[src/verilog/core_cfg.svh]
`ifndef CORE_CFG_SVH
`define CORE_CFG_SVH

// data and address width
`define CORE_XLEN       32
`define CORE_REG_ADDR_W 5

// x0 counted, but never written
`define CORE_REG_COUNT  32

// first fetch after reset
`define CORE_RESET_PC   32'h0000_1000

// sequential pc step
`define CORE_INST_BYTES 4

`endif

[src/verilog/core_pkg.sv]
`include "core_cfg.svh"

package core_pkg;

    typedef enum logic [1:0] {
        ALU_ADD,
        ALU_SUB,
        ALU_IMM
    } alu_op_e;

    typedef enum logic [1:0] {
        BR_NONE,
        BR_BEQ,
        BR_BNE,
        BR_JAL
    } br_op_e;

    typedef enum logic {
        WB_ALU,
        WB_PC
    } wb_sel_e;

    typedef struct packed {
        alu_op_e                     alu_op;
        br_op_e                      br_op;
        wb_sel_e                     wb_sel;
        logic                        rf_wen;
        logic [`CORE_REG_ADDR_W-1:0] rs1;
        logic [`CORE_REG_ADDR_W-1:0] rs2;
        logic [`CORE_REG_ADDR_W-1:0] rd;
        logic                        use_rs1;
        logic                        use_rs2;
        logic                        op2_is_imm;
    } ctrl_t;

    typedef struct packed {
        logic [`CORE_XLEN-1:0] pc;
        logic [`CORE_XLEN-1:0] inst;
    } stage_info_t;

    // result offered to younger instructions
    typedef struct packed {
        logic                        valid;
        logic                        fwdable;
        logic [`CORE_REG_ADDR_W-1:0] addr;
        logic [`CORE_XLEN-1:0]       wdata;
    } fw_t;

    typedef struct packed {
        logic                  valid;
        logic [`CORE_XLEN-1:0] pc;
        logic [`CORE_XLEN-1:0] inst;
    } fetch_resp_t;

    typedef struct packed {
        logic                  valid;
        logic [`CORE_XLEN-1:0] addr;
    } redirect_t;

    typedef struct packed {
        logic                        valid;
        logic [`CORE_XLEN-1:0]       pc;
        logic                        rf_wen;
        logic [`CORE_REG_ADDR_W-1:0] rd;
        logic [`CORE_XLEN-1:0]       wdata;
    } retire_t;

    ////////////////////////////////////////////////////
    // stage register contents
    ////////////////////////////////////////////////////

    typedef struct packed {
        stage_info_t           info;
        ctrl_t                 ctrl;
        logic [`CORE_XLEN-1:0] imm;
        fw_t                   fw;
    } ds_payload_t;

    typedef struct packed {
        stage_info_t           info;
        ctrl_t                 ctrl;
        logic [`CORE_XLEN-1:0] imm;
        logic [`CORE_XLEN-1:0] op1;
        logic [`CORE_XLEN-1:0] op2;
        logic [`CORE_XLEN-1:0] rs2;
        fw_t                   fw;
    } exe_payload_t;

    // rd, write enable and result all live in fw
    typedef struct packed {
        stage_info_t info;
        fw_t         fw;
    } wb_payload_t;

endpackage

[src/verilog/stage_reg.sv]
`timescale 1ns/1ps

module stage_reg #(
    parameter type payload_t = logic
) (
    input  logic     clk,
    input  logic     rst_i,
    input  logic     load_i,
    input  logic     hold_i,
    input  logic     flush_i,
    input  payload_t data_i,
    output logic     valid_o,
    output logic     is_new_o,
    output payload_t data_o
);

    always_ff @(posedge clk) begin
        if (rst_i || flush_i) begin
            valid_o  <= 1'b0;
            is_new_o <= 1'b0;
        end else if (hold_i) begin
            is_new_o <= 1'b0;
        end else begin
            valid_o  <= load_i;
            is_new_o <= 1'b1;
        end
    end

    always_ff @(posedge clk) begin
        if (!hold_i) begin
            data_o <= data_i;
        end
    end

endmodule

[src/verilog/reg_file.sv]
`timescale 1ns/1ps
`include "core_cfg.svh"

module reg_file (
    input  logic                        clk,
    input  logic                        wen_i,
    input  logic [`CORE_REG_ADDR_W-1:0] waddr_i,
    input  logic [`CORE_XLEN-1:0]       wdata_i,
    input  logic [`CORE_REG_ADDR_W-1:0] raddr1_i,
    input  logic [`CORE_REG_ADDR_W-1:0] raddr2_i,
    output logic [`CORE_XLEN-1:0]       rdata1_o,
    output logic [`CORE_XLEN-1:0]       rdata2_o
);

    // x0 has no storage
    logic [`CORE_XLEN-1:0] regs [1:`CORE_REG_COUNT-1];

    always_ff @(posedge clk) begin
        if (wen_i && waddr_i != '0) begin
            regs[waddr_i] <= wdata_i;
        end
    end

    assign rdata1_o = (raddr1_i == '0) ? '0 : regs[raddr1_i];
    assign rdata2_o = (raddr2_i == '0) ? '0 : regs[raddr2_i];

endmodule

[src/verilog/inst_decode.sv]
`timescale 1ns/1ps
`include "core_cfg.svh"

module inst_decode (
    input  logic [`CORE_XLEN-1:0] inst_i,
    output core_pkg::ctrl_t       ctrl_o,
    output logic [`CORE_XLEN-1:0] imm_o
);

    localparam logic [6:0] OP_REG    = 7'b0110011;
    localparam logic [6:0] OP_IMM    = 7'b0010011;
    localparam logic [6:0] OP_LUI    = 7'b0110111;
    localparam logic [6:0] OP_BRANCH = 7'b1100011;
    localparam logic [6:0] OP_JAL    = 7'b1101111;

    logic [6:0]            opcode;
    logic [2:0]            funct3;
    logic [6:0]            funct7;
    logic [`CORE_XLEN-1:0] imm_i_type;
    logic [`CORE_XLEN-1:0] imm_u_type;
    logic [`CORE_XLEN-1:0] imm_b_type;
    logic [`CORE_XLEN-1:0] imm_j_type;
    logic                  writes;

    assign opcode = inst_i[6:0];
    assign funct3 = inst_i[14:12];
    assign funct7 = inst_i[31:25];

    // sign-extended immediate formats
    assign imm_i_type = {{20{inst_i[31]}}, inst_i[31:20]};
    assign imm_u_type = {inst_i[31:12], 12'b0};
    assign imm_b_type = {{19{inst_i[31]}}, inst_i[31], inst_i[7], inst_i[30:25],
                         inst_i[11:8], 1'b0};
    assign imm_j_type = {{11{inst_i[31]}}, inst_i[31], inst_i[19:12], inst_i[20],
                         inst_i[30:21], 1'b0};

    always_comb begin
        ctrl_o        = '0;
        ctrl_o.alu_op = core_pkg::ALU_ADD;
        ctrl_o.br_op  = core_pkg::BR_NONE;
        ctrl_o.wb_sel = core_pkg::WB_ALU;
        ctrl_o.rs1    = inst_i[19:15];
        ctrl_o.rs2    = inst_i[24:20];
        ctrl_o.rd     = inst_i[11:7];
        imm_o         = imm_i_type;
        writes        = 1'b0;

        case (opcode)
            OP_REG: begin
                if (funct3 == 3'b000 && (funct7 == 7'b0000000 || funct7 == 7'b0100000)) begin
                    writes         = 1'b1;
                    ctrl_o.use_rs1 = 1'b1;
                    ctrl_o.use_rs2 = 1'b1;
                    if (funct7[5]) begin
                        ctrl_o.alu_op = core_pkg::ALU_SUB;
                    end
                end
            end
            OP_IMM: begin
                if (funct3 == 3'b000) begin
                    writes            = 1'b1;
                    ctrl_o.use_rs1    = 1'b1;
                    ctrl_o.op2_is_imm = 1'b1;
                end
            end
            OP_LUI: begin
                writes        = 1'b1;
                ctrl_o.alu_op = core_pkg::ALU_IMM;
                imm_o         = imm_u_type;
            end
            OP_BRANCH: begin
                imm_o = imm_b_type;
                if (funct3 == 3'b000 || funct3 == 3'b001) begin
                    ctrl_o.use_rs1 = 1'b1;
                    ctrl_o.use_rs2 = 1'b1;
                    ctrl_o.br_op   = funct3[0] ? core_pkg::BR_BNE : core_pkg::BR_BEQ;
                end
            end
            OP_JAL: begin
                writes        = 1'b1;
                ctrl_o.br_op  = core_pkg::BR_JAL;
                ctrl_o.wb_sel = core_pkg::WB_PC;
                imm_o         = imm_j_type;
            end
            default: begin
                // unknown word retires as a no-op
                writes = 1'b0;
            end
        endcase

        ctrl_o.rf_wen = writes && (ctrl_o.rd != '0);
    end

endmodule

[src/verilog/operand_select.sv]
`timescale 1ns/1ps
`include "core_cfg.svh"

module operand_select (
    input  core_pkg::ctrl_t       ctrl_i,
    input  logic [`CORE_XLEN-1:0] imm_i,
    input  logic [`CORE_XLEN-1:0] rs1_data_i,
    input  logic [`CORE_XLEN-1:0] rs2_data_i,
    input  core_pkg::fw_t         fw_exe_i,
    input  core_pkg::fw_t         fw_wb_i,
    output logic [`CORE_XLEN-1:0] op1_o,
    output logic [`CORE_XLEN-1:0] op2_o,
    output logic [`CORE_XLEN-1:0] rs2_o,
    output logic                  hazard_o
);

    // exe holds the younger result, so a link value there wins over wb
    function automatic logic [`CORE_XLEN-1:0] fwd_value(
        input logic [`CORE_REG_ADDR_W-1:0] addr,
        input logic [`CORE_XLEN-1:0]       rf_data
    );
        if (addr == '0) begin
            return rf_data;
        end
        if (fw_exe_i.valid && fw_exe_i.fwdable && fw_exe_i.addr == addr) begin
            return fw_exe_i.wdata;
        end
        if (fw_wb_i.valid && fw_wb_i.addr == addr) begin
            return fw_wb_i.wdata;
        end
        return rf_data;
    endfunction

    // alu result still being computed in exe
    function automatic logic exe_pending(input logic [`CORE_REG_ADDR_W-1:0] addr);
        return addr != '0 && fw_exe_i.valid && !fw_exe_i.fwdable && fw_exe_i.addr == addr;
    endfunction

    assign op1_o = fwd_value(ctrl_i.rs1, rs1_data_i);
    assign rs2_o = fwd_value(ctrl_i.rs2, rs2_data_i);
    assign op2_o = ctrl_i.op2_is_imm ? imm_i : rs2_o;

    assign hazard_o = (ctrl_i.use_rs1 && exe_pending(ctrl_i.rs1)) ||
                      (ctrl_i.use_rs2 && exe_pending(ctrl_i.rs2));

endmodule

[src/verilog/execute_unit.sv]
`timescale 1ns/1ps
`include "core_cfg.svh"

module execute_unit (
    input  core_pkg::ctrl_t       ctrl_i,
    input  logic [`CORE_XLEN-1:0] pc_i,
    input  logic [`CORE_XLEN-1:0] imm_i,
    input  logic [`CORE_XLEN-1:0] op1_i,
    input  logic [`CORE_XLEN-1:0] op2_i,
    input  logic [`CORE_XLEN-1:0] rs2_i,
    output logic [`CORE_XLEN-1:0] alu_out_o,
    output logic                  taken_o,
    output logic [`CORE_XLEN-1:0] target_o
);

    always_comb begin
        case (ctrl_i.alu_op)
            core_pkg::ALU_SUB: alu_out_o = op1_i - op2_i;
            core_pkg::ALU_IMM: alu_out_o = imm_i;
            default:           alu_out_o = op1_i + op2_i;
        endcase
    end

    // branch compare always against rs2, never the immediate
    always_comb begin
        case (ctrl_i.br_op)
            core_pkg::BR_BEQ: taken_o = (op1_i == rs2_i);
            core_pkg::BR_BNE: taken_o = (op1_i != rs2_i);
            core_pkg::BR_JAL: taken_o = 1'b1;
            default:          taken_o = 1'b0;
        endcase
    end

    // pc relative for both branches and jal
    assign target_o = pc_i + imm_i;

endmodule

[src/verilog/core_top.sv]
`timescale 1ns/1ps
`include "core_cfg.svh"

module core_top (
    input  logic                  clk,
    input  logic                  rst_i,
    input  core_pkg::fetch_resp_t iresp_i,
    output logic                  fetch_ready_o,
    output core_pkg::redirect_t   redirect_o,
    output core_pkg::retire_t     retire_o
);

    // id
    logic                   id_valid;
    core_pkg::stage_info_t  id_info;
    core_pkg::ctrl_t        id_ctrl;
    logic [`CORE_XLEN-1:0]  id_imm;

    // ds
    core_pkg::ds_payload_t  ds_d;
    core_pkg::ds_payload_t  ds_q;
    logic                   ds_valid;
    logic [`CORE_XLEN-1:0]  ds_rs1_data;
    logic [`CORE_XLEN-1:0]  ds_rs2_data;
    logic [`CORE_XLEN-1:0]  ds_op1;
    logic [`CORE_XLEN-1:0]  ds_op2;
    logic [`CORE_XLEN-1:0]  ds_rs2;
    logic                   ds_raw_hazard;

    // exe
    core_pkg::exe_payload_t exe_d;
    core_pkg::exe_payload_t exe_q;
    logic                   exe_valid;
    logic                   exe_is_new;
    logic                   exe_br_checked;
    logic [`CORE_XLEN-1:0]  exe_alu_out;
    logic                   exe_taken;
    logic [`CORE_XLEN-1:0]  exe_target;
    logic [`CORE_XLEN-1:0]  exe_next_pc;

    // wb
    core_pkg::wb_payload_t  wb_d;
    core_pkg::wb_payload_t  wb_q;
    logic                   wb_valid;

    core_pkg::fw_t          fw_exe;
    core_pkg::fw_t          fw_wb;

    logic exe_unchecked;
    logic branch_fail;
    logic exe_stall;
    logic ds_hazard;
    logic ds_stall;
    logic id_stall;
    logic id_flush;

    //////////////////////////////////////////////////
    // branch check, stall and flush
    //////////////////////////////////////////////////

    assign exe_next_pc   = exe_taken ? exe_target : exe_q.info.pc + `CORE_INST_BYTES;
    assign exe_unchecked = exe_valid && (exe_is_new || !exe_br_checked);

    // successor pc must match what exe computed
    assign branch_fail = exe_unchecked &&
                         (ds_valid ? (ds_q.info.pc != exe_next_pc) :
                          id_valid ? (id_info.pc != exe_next_pc) : 1'b0);

    // wait in exe until a successor shows up to check against
    assign exe_stall = (exe_unchecked && !ds_valid && !id_valid) || branch_fail;
    assign ds_hazard = ds_valid && ds_raw_hazard;
    assign ds_stall  = ds_hazard || (ds_valid && exe_stall);
    assign id_stall  = id_valid && ds_stall;
    assign id_flush  = branch_fail || redirect_o.valid;

    assign fetch_ready_o = !id_stall;

    always_ff @(posedge clk) begin
        if (rst_i) begin
            redirect_o.valid <= 1'b0;
        end else begin
            redirect_o.valid <= branch_fail;
        end
        redirect_o.addr <= exe_next_pc;
    end

    // cleared by each accepted fetch, set once exe has redirected
    always_ff @(posedge clk) begin
        if (rst_i) begin
            exe_br_checked <= 1'b0;
        end else if (branch_fail) begin
            exe_br_checked <= 1'b1;
        end else if (!id_flush && !id_stall && iresp_i.valid) begin
            exe_br_checked <= 1'b0;
        end
    end

    //////////////////////////////////////////////////
    // id
    //////////////////////////////////////////////////

    always_ff @(posedge clk) begin
        if (rst_i || id_flush) begin
            id_valid <= 1'b0;
        end else if (!id_stall) begin
            id_valid <= iresp_i.valid;
        end
    end

    always_ff @(posedge clk) begin
        if (!id_stall) begin
            id_info.pc   <= iresp_i.pc;
            id_info.inst <= iresp_i.inst;
        end
    end

    inst_decode u_decode (
        .inst_i (id_info.inst),
        .ctrl_o (id_ctrl),
        .imm_o  (id_imm)
    );

    always_comb begin
        ds_d.info       = id_info;
        ds_d.ctrl       = id_ctrl;
        ds_d.imm        = id_imm;
        ds_d.fw.valid   = id_ctrl.rf_wen;
        ds_d.fw.fwdable = (id_ctrl.wb_sel == core_pkg::WB_PC);
        ds_d.fw.addr    = id_ctrl.rd;
        ds_d.fw.wdata   = id_info.pc + `CORE_INST_BYTES;
    end

    //////////////////////////////////////////////////
    // ds
    //////////////////////////////////////////////////

    stage_reg #(.payload_t(core_pkg::ds_payload_t)) u_ds_reg (
        .clk      (clk),
        .rst_i    (rst_i),
        .load_i   (id_valid && !ds_stall),
        .hold_i   (ds_stall),
        .flush_i  (branch_fail),
        .data_i   (ds_d),
        .valid_o  (ds_valid),
        .is_new_o (),
        .data_o   (ds_q)
    );

    // records only count while their stage holds a live instruction
    always_comb begin
        fw_exe       = exe_q.fw;
        fw_exe.valid = exe_valid && exe_q.fw.valid;
        fw_wb        = wb_q.fw;
        fw_wb.valid  = wb_valid && wb_q.fw.valid;
    end

    reg_file u_rf (
        .clk      (clk),
        .wen_i    (fw_wb.valid),
        .waddr_i  (fw_wb.addr),
        .wdata_i  (fw_wb.wdata),
        .raddr1_i (ds_q.ctrl.rs1),
        .raddr2_i (ds_q.ctrl.rs2),
        .rdata1_o (ds_rs1_data),
        .rdata2_o (ds_rs2_data)
    );

    operand_select u_opsel (
        .ctrl_i     (ds_q.ctrl),
        .imm_i      (ds_q.imm),
        .rs1_data_i (ds_rs1_data),
        .rs2_data_i (ds_rs2_data),
        .fw_exe_i   (fw_exe),
        .fw_wb_i    (fw_wb),
        .op1_o      (ds_op1),
        .op2_o      (ds_op2),
        .rs2_o      (ds_rs2),
        .hazard_o   (ds_raw_hazard)
    );

    always_comb begin
        exe_d.info = ds_q.info;
        exe_d.ctrl = ds_q.ctrl;
        exe_d.imm  = ds_q.imm;
        exe_d.op1  = ds_op1;
        exe_d.op2  = ds_op2;
        exe_d.rs2  = ds_rs2;
        exe_d.fw   = ds_q.fw;
    end

    //////////////////////////////////////////////////
    // exe
    //////////////////////////////////////////////////

    // hazard leaves a bubble behind
    stage_reg #(.payload_t(core_pkg::exe_payload_t)) u_exe_reg (
        .clk      (clk),
        .rst_i    (rst_i),
        .load_i   (ds_valid && !ds_hazard),
        .hold_i   (exe_stall),
        .flush_i  (1'b0),
        .data_i   (exe_d),
        .valid_o  (exe_valid),
        .is_new_o (exe_is_new),
        .data_o   (exe_q)
    );

    execute_unit u_exec (
        .ctrl_i    (exe_q.ctrl),
        .pc_i      (exe_q.info.pc),
        .imm_i     (exe_q.imm),
        .op1_i     (exe_q.op1),
        .op2_i     (exe_q.op2),
        .rs2_i     (exe_q.rs2),
        .alu_out_o (exe_alu_out),
        .taken_o   (exe_taken),
        .target_o  (exe_target)
    );

    always_comb begin
        wb_d.info       = exe_q.info;
        wb_d.fw         = exe_q.fw;
        wb_d.fw.fwdable = 1'b1;
        if (!exe_q.fw.fwdable) begin
            wb_d.fw.wdata = exe_alu_out;
        end
    end

    //////////////////////////////////////////////////
    // wb and retire
    //////////////////////////////////////////////////

    stage_reg #(.payload_t(core_pkg::wb_payload_t)) u_wb_reg (
        .clk      (clk),
        .rst_i    (rst_i),
        .load_i   (exe_valid && !exe_stall),
        .hold_i   (1'b0),
        .flush_i  (1'b0),
        .data_i   (wb_d),
        .valid_o  (wb_valid),
        .is_new_o (),
        .data_o   (wb_q)
    );

    always_ff @(posedge clk) begin
        if (rst_i) begin
            retire_o.valid <= 1'b0;
        end else begin
            retire_o.valid <= wb_valid;
        end
        retire_o.pc     <= wb_q.info.pc;
        retire_o.rf_wen <= wb_q.fw.valid;
        retire_o.rd     <= wb_q.fw.addr;
        retire_o.wdata  <= wb_q.fw.wdata;
    end

endmodule

[config.mk]
export PLATFORM = sky130hd
export DESIGN_NAME = core_top
export DESIGN_NICKNAME = d
export VERILOG_FILES = /design/src/verilog/core_pkg.sv /design/src/verilog/stage_reg.sv /design/src/verilog/reg_file.sv /design/src/verilog/inst_decode.sv /design/src/verilog/operand_select.sv /design/src/verilog/execute_unit.sv /design/src/verilog/core_top.sv
export VERILOG_INCLUDE_DIRS = /design/src /design/src/verilog
export SDC_FILE = /design/constraint.sdc
export NUM_CORES = 2
export LEC_CHECK = 0
export ABC_CLOCK_PERIOD_IN_PS = 16400
export BUFFER_PORTS_ARGS = -buffer_cell sky130_fd_sc_hd__buf_2
export CAP_MARGIN = 20
export CORE_UTILIZATION = 50
export CTS_BUF_LIST = sky130_fd_sc_hd__clkbuf_8
export DETAILED_ROUTE_END_ITERATION = 8
export PLACE_DENSITY = 0.76
export SKIP_CTS_REPAIR_TIMING = 1
export SLEW_MARGIN = 20
export SYNTH_ARGS = -nofsm -noshare
export SYNTH_HDL_FRONTEND = slang
export SYNTH_SLANG_ARGS = --single-unit
export TNS_END_PERCENT = 50
[constraint.sdc]
create_clock -name clk -period 16.4 [get_ports clk]
set_input_delay 0.82 -clock clk [delete_from_list [all_inputs] [get_ports clk]]
set_output_delay 0.82 -clock clk [all_outputs]
set_load 0.03 [all_outputs]
==> impl_metrics.prom <==
# TYPE chip_impl_metric gauge
chip_impl_info{name="outcome",value="complete, no violations"} 1
chip_impl_metric{name="syn-cell-area",unit="um2"} 72240
chip_impl_metric{name="netlist_instances",unit=""} 4453
chip_impl_metric{name="syn_avg_cell_area",unit="um2"} 16.22
chip_impl_metric{name="slew_headroom",unit="%"} 25.29
chip_impl_metric{name="max_cap_violations",unit=""} 0
chip_impl_metric{name="finalWeightedCongestion",unit=""} 0.9601
chip_impl_info{name="synth_largest_area_cell",value="edfxtp_1"} 1
chip_impl_metric{name="synth_seq_area_share",unit="%"} 62.42
chip_impl_metric{name="share_seq_of_total_power",unit="%"} 53.0
chip_impl_metric{name="port_bufs",unit=""} 171
chip_impl_metric{name="finalClockSkew",unit="ns"} 0.07113
chip_impl_metric{name="layout-drive-gt1-share",unit="%"} 25.60
chip_impl_metric{name="route.detailed.vias_per_inst",unit=""} 6.575
chip_impl_metric{name="floorplan.initialDensity",unit="%"} 50.35
chip_impl_metric{name="power.switching",unit="W"} 0.003070
chip_impl_info{name="timing.critical_path.slowest_stage_cell",value="nor2_4"} 1
chip_impl_info{name="clock_tree.root_cell",value="clkbuf_8"} 1
chip_impl_metric{name="worst_r2r_path_depth",unit=""} 15
chip_impl_info{name="hold-path-endpoint",value="ds_d[114]"} 1
chip_impl_metric{name="finalSetupViolCount",unit=""} 0
chip_impl_info{name="crit_family",value="simple AND/OR/NAND/NOR gates"} 1
chip_impl_metric{name="reg2reg_slack",unit="ns"} 8.99
chip_impl_metric{name="internal-power",unit="W"} 0.007188
chip_impl_metric{name="drc_viols",unit=""} 0
chip_impl_metric{name="cells_on_worst_hold_path",unit=""} 1
chip_impl_metric{name="worst_slew_pin_slew",unit="ns"} 1.119
chip_impl_info{name="cts_tree",value="yes"} 1
chip_impl_metric{name="insertion_delay",unit="ns"} 0.96
chip_impl_metric{name="combinational_group_share_of_total_power",unit="%"} 16.6
chip_impl_metric{name="track_usage",unit="%"} 28.20
chip_impl_metric{name="fp.dieH",unit="um"} 382.1
chip_impl_metric{name="post-place-cells",unit=""} 6339
chip_impl_metric{name="grt_start_max_net_pins",unit=""} 172
chip_impl_metric{name="synth_top_cell_area_share",unit="%"} 57.16
chip_impl_metric{name="hpwlAfterDp",unit="um"} 125100
chip_impl_metric{name="fin_crit_sh",unit="%"} 45.18
chip_impl_metric{name="dieArea",unit="um2"} 146000
chip_impl_metric{name="synth_edf_count",unit=""} 1375
chip_impl_metric{name="final_cells",unit=""} 6828
chip_impl_metric{name="core_region_area",unit="um2"} 143500
chip_impl_info{name="min-delay-start",value="iresp_i[19]"} 1
chip_impl_metric{name="clkPwrFrac",unit="%"} 30.4
chip_impl_metric{name="synth.ff_latch_count",unit=""} 1565
chip_impl_metric{name="drt_pass1_iterations",unit=""} 8
chip_impl_metric{name="cts-buffers-inserted",unit=""} 237
chip_impl_metric{name="ys_warn_count",unit=""} 0
chip_impl_metric{name="average_wire_length_per_cell_after_detail_routing",unit="um"} 30.46
chip_impl_info{name="timing.critical_path.to_type",value="register"} 1
chip_impl_metric{name="timing.final.max_slew_violations",unit=""} 0
chip_impl_metric{name="totalNegativeSetupSlack",unit="ns"} 0
chip_impl_metric{name="path_buf_inv",unit=""} 2
chip_impl_info{name="critical_path_class",value="register to register"} 1
chip_impl_metric{name="worstPathRequired",unit="ns"} 16.91
chip_impl_info{name="worstReg2RegEnd",value="u_exe_reg.data_o[23]"} 1
chip_impl_info{name="cp-start-kind",value="register"} 1
chip_impl_metric{name="dr.first_iter.drc_count",unit=""} 6019
chip_impl_metric{name="layout.nets",unit=""} 4851
chip_impl_metric{name="yosys.cell_types.count",unit=""} 90
chip_impl_metric{name="placement_rows",unit=""} 139
chip_impl_metric{name="cts.sink_count",unit=""} 1565
chip_impl_metric{name="htree_levels",unit=""} 4
chip_impl_info{name="cpMostUsedCell",value="nor4_1"} 1
chip_impl_metric{name="antenna_found_initial",unit=""} 7
chip_impl_metric{name="async_reset_ff_share",unit="%"} 0
chip_impl_metric{name="achievable-frequency",unit="MHz"} 135.0
chip_impl_metric{name="swShare",unit="%"} 29.93
chip_impl_metric{name="holdWs",unit="ns"} 0.05413
chip_impl_metric{name="cts_buffer_depth",unit=""} 3
chip_impl_metric{name="syn_nets",unit=""} 4587
chip_impl_metric{name="ioPinCount",unit=""} 172
chip_impl_metric{name="power_leakage",unit="nW"} 27.65
chip_impl_metric{name="power.density_cell_area",unit="nW/um2"} 127.4
chip_impl_metric{name="met3_routing_resource_usage_after_global_routing",unit="%"} 5.911
chip_impl_metric{name="vias",unit=""} 44893
chip_impl_metric{name="final.min_clock_period",unit="ns"} 7.410
chip_impl_metric{name="grt_use_met2",unit="%"} 43.64
chip_impl_info{name="critPathLaunch",value="u_exe_reg.data_o[123]"} 1
chip_impl_metric{name="path_clk_slew",unit="ns"} 0.07
chip_impl_info{name="r2r_start",value="u_exe_reg.data_o[123]"} 1
chip_impl_metric{name="routed_wl",unit="um"} 208000
chip_impl_info{name="synth_top_flop_cell",value="edfxtp_1"} 1
chip_impl_info{name="crit_chain",value="xor2_1 > nor4_1 > and4_1 > nand3_1 > nand2_2 > buf_4 > mux2_2 > xnor2_1 > a311o_1 > or4_1 > nor4_1 > o2111ai_1 > nor4b_4 > nor2_4 > buf_12"} 1
chip_impl_metric{name="grt.overflow.total",unit=""} 0
chip_impl_info{name="grt_most_used_layer",value="met2"} 1
chip_impl_info{name="synth.area.top_cells",value="edfxtp_1 (57%), mux4_2 (18%), dfxtp_1 (5.3%)"} 1
chip_impl_metric{name="worst_ep_arrival_time",unit="ns"} 7.92
chip_impl_metric{name="via_count_of_the_first_global_routing_pass",unit=""} 43851
chip_impl_metric{name="antenna_left",unit=""} 0
chip_impl_metric{name="grt_pass1_wl",unit="um"} 298300
chip_impl_info{name="timing.hold.worst.class",value="input port to register"} 1
chip_impl_metric{name="gr-usage-met1",unit="%"} 38.50
chip_impl_metric{name="vdd_ir_drop_max",unit="mV"} 0.1055
chip_impl_metric{name="worst-path-max-fanout",unit=""} 171
chip_impl_info{name="setup_repair_after_global_routing_missed_its_margin",value="no"} 1
chip_impl_metric{name="die_width",unit="um"} 382.1
chip_impl_metric{name="critical-path-max-stage-delay",unit="ns"} 0.83
chip_impl_metric{name="finalHoldViolCount",unit=""} 0
chip_impl_metric{name="syn_to_final_growth",unit="%"} 11.47
[Yosys cell counts, types with 19 or more instances]
library cell  instances
clkbuf_1            192
ha_1                 65
xnor2_1             114
and3_1               29
o31ai_1              44
inv_1                46
nand2b_1             22
xor2_1              126
nor2b_1              27
dfxtp_1             190
a21o_1               37
a21oi_1             250
edfxtp_1           1375
nor3_1               65
a31oi_1              19
nand4_1              30
a211oi_1             52
mux2_2               25
nand3_1              64
nor2_1              391
o21ai_0              81
nand2_1             156
mux4_2              576
buf_1                70
mux2i_1             140
[logic make-up (layout without fill, tap and decap cells)]
logic type      after synthesis  count (layout)  synth area share [%]
flops                      1565            1565                 62.42
compound gates              618             618                 5.428
mux                         749             749                 20.41
other cells                   0               3                     0
xor+xnor                    245             245                 3.067
fa+ha+maj                    67              67                 1.181
buf+inv                     317             786                 1.666
simple gates                892             892                 5.823
[routing by layer]
metal / part of all wire, % / vias to the layer above
met5: 0 / -
met2: 47 / 2959
met4: 4.7 / 0
li1: - / 18500
met1: 38 / 22887
met3: 11 / 547
[cell type report]
| cell class | count | area [um2] |
|---|---|---|
| Timing Repair Buffer | 296 | 1999 |
| Sequential cell | 1565 | 45150 |
| Fill cell | 10941 | 62950 |
| Inverter | 46 | 172.7 |
| Clock inverter | 182 | 1007 |
| Clock buffer | 262 | 3606 |
| Tap cell | 1903 | 2381 |
| Multi-Input combinational cell | 2571 | 26210 |
| Antenna cell | 3 | 7.507 |
[cell usage in the layout (no fill, tap or decap), types with 20 or more instances in the layout]
| cell type | netlist | layout |
|---|---|---|
| clkinv_1 | 0 | 48 |
| o31ai_1 | 44 | 44 |
| dfxtp_1 | 190 | 162 |
| nand2_1 | 156 | 156 |
| mux2_2 | 25 | 25 |
| buf_2 | 8 | 171 |
| nand4_1 | 30 | 30 |
| mux2i_1 | 140 | 140 |
| dfxtp_2 | 0 | 20 |
| a21oi_1 | 250 | 250 |
| edfxtp_1 | 1375 | 1375 |
| a21o_1 | 37 | 37 |
| ha_1 | 65 | 65 |
| nand2b_1 | 22 | 21 |
| clkbuf_8 | 0 | 262 |
| xor2_1 | 126 | 126 |
| dlygate4sd3_1 | 0 | 42 |
| nor2_1 | 391 | 364 |
| o21ai_0 | 81 | 81 |
| buf_4 | 1 | 75 |
| nor3_1 | 65 | 53 |
| a211oi_1 | 52 | 52 |
| and3_1 | 29 | 29 |
| clkinv_2 | 0 | 27 |
| nor2b_1 | 27 | 26 |
| nand3_1 | 64 | 63 |
| nor2_4 | 0 | 25 |
| inv_1 | 46 | 133 |
| xnor2_1 | 114 | 114 |
| mux4_2 | 576 | 576 |
[power by group through the flow]
stage,sequential (W),combinational [W],clock [W]
finish,0.00544,0.00170,0.00312
global route,0.00548,0.00181,0.00334
detailed placement,0.00551,0.00167,0
CTS,0.00543,0.00168,0.00317
global placement,0.00549,0.00166,0
floorplan,0.00546,0.000983,0
[stage by stage]
step | total power (W) | setup WS, ns | util (%) | instance area (um2)
detailed placement | 0.007176 | 9.177 | 52.60 | 75460
CTS | 0.01028 | 9.098 | 55.81 | 80080
floorplan | 0.006447 | 3.587 | - | 72240
global route | 0.01062 | 8.678 | 56.12 | 80530
global placement | 0.007154 | 9.219 | 52.60 | 75460
finish | 0.01026 | 8.990 | 56.12 | 80530
[registers in the layout, indices dropped and copies added, names as in the netlist, 33 cells and up, named ones only]
signal	flops
ds_d	64
redirect_o	33
retire_o	71
u_ds_reg.data_o	118
u_exe_reg.data_o	201
u_rf.regs	992
u_wb_reg.data_o	70
[how the worst max path moves through the flow]
stage / end / cells past startpoint
2_1_floorplan: u_exe_reg.data_o[100] / 15
3_3_place_gp: u_exe_reg.data_o[19] / 15
3_5_place_dp: u_exe_reg.data_o[19] / 15
4_1_cts: u_exe_reg.data_o[20] / 15
5_1_grt: u_exe_reg.data_o[19] / 15
6_report: u_exe_reg.data_o[23] / 15
Power figures use the tool's default switching activity.
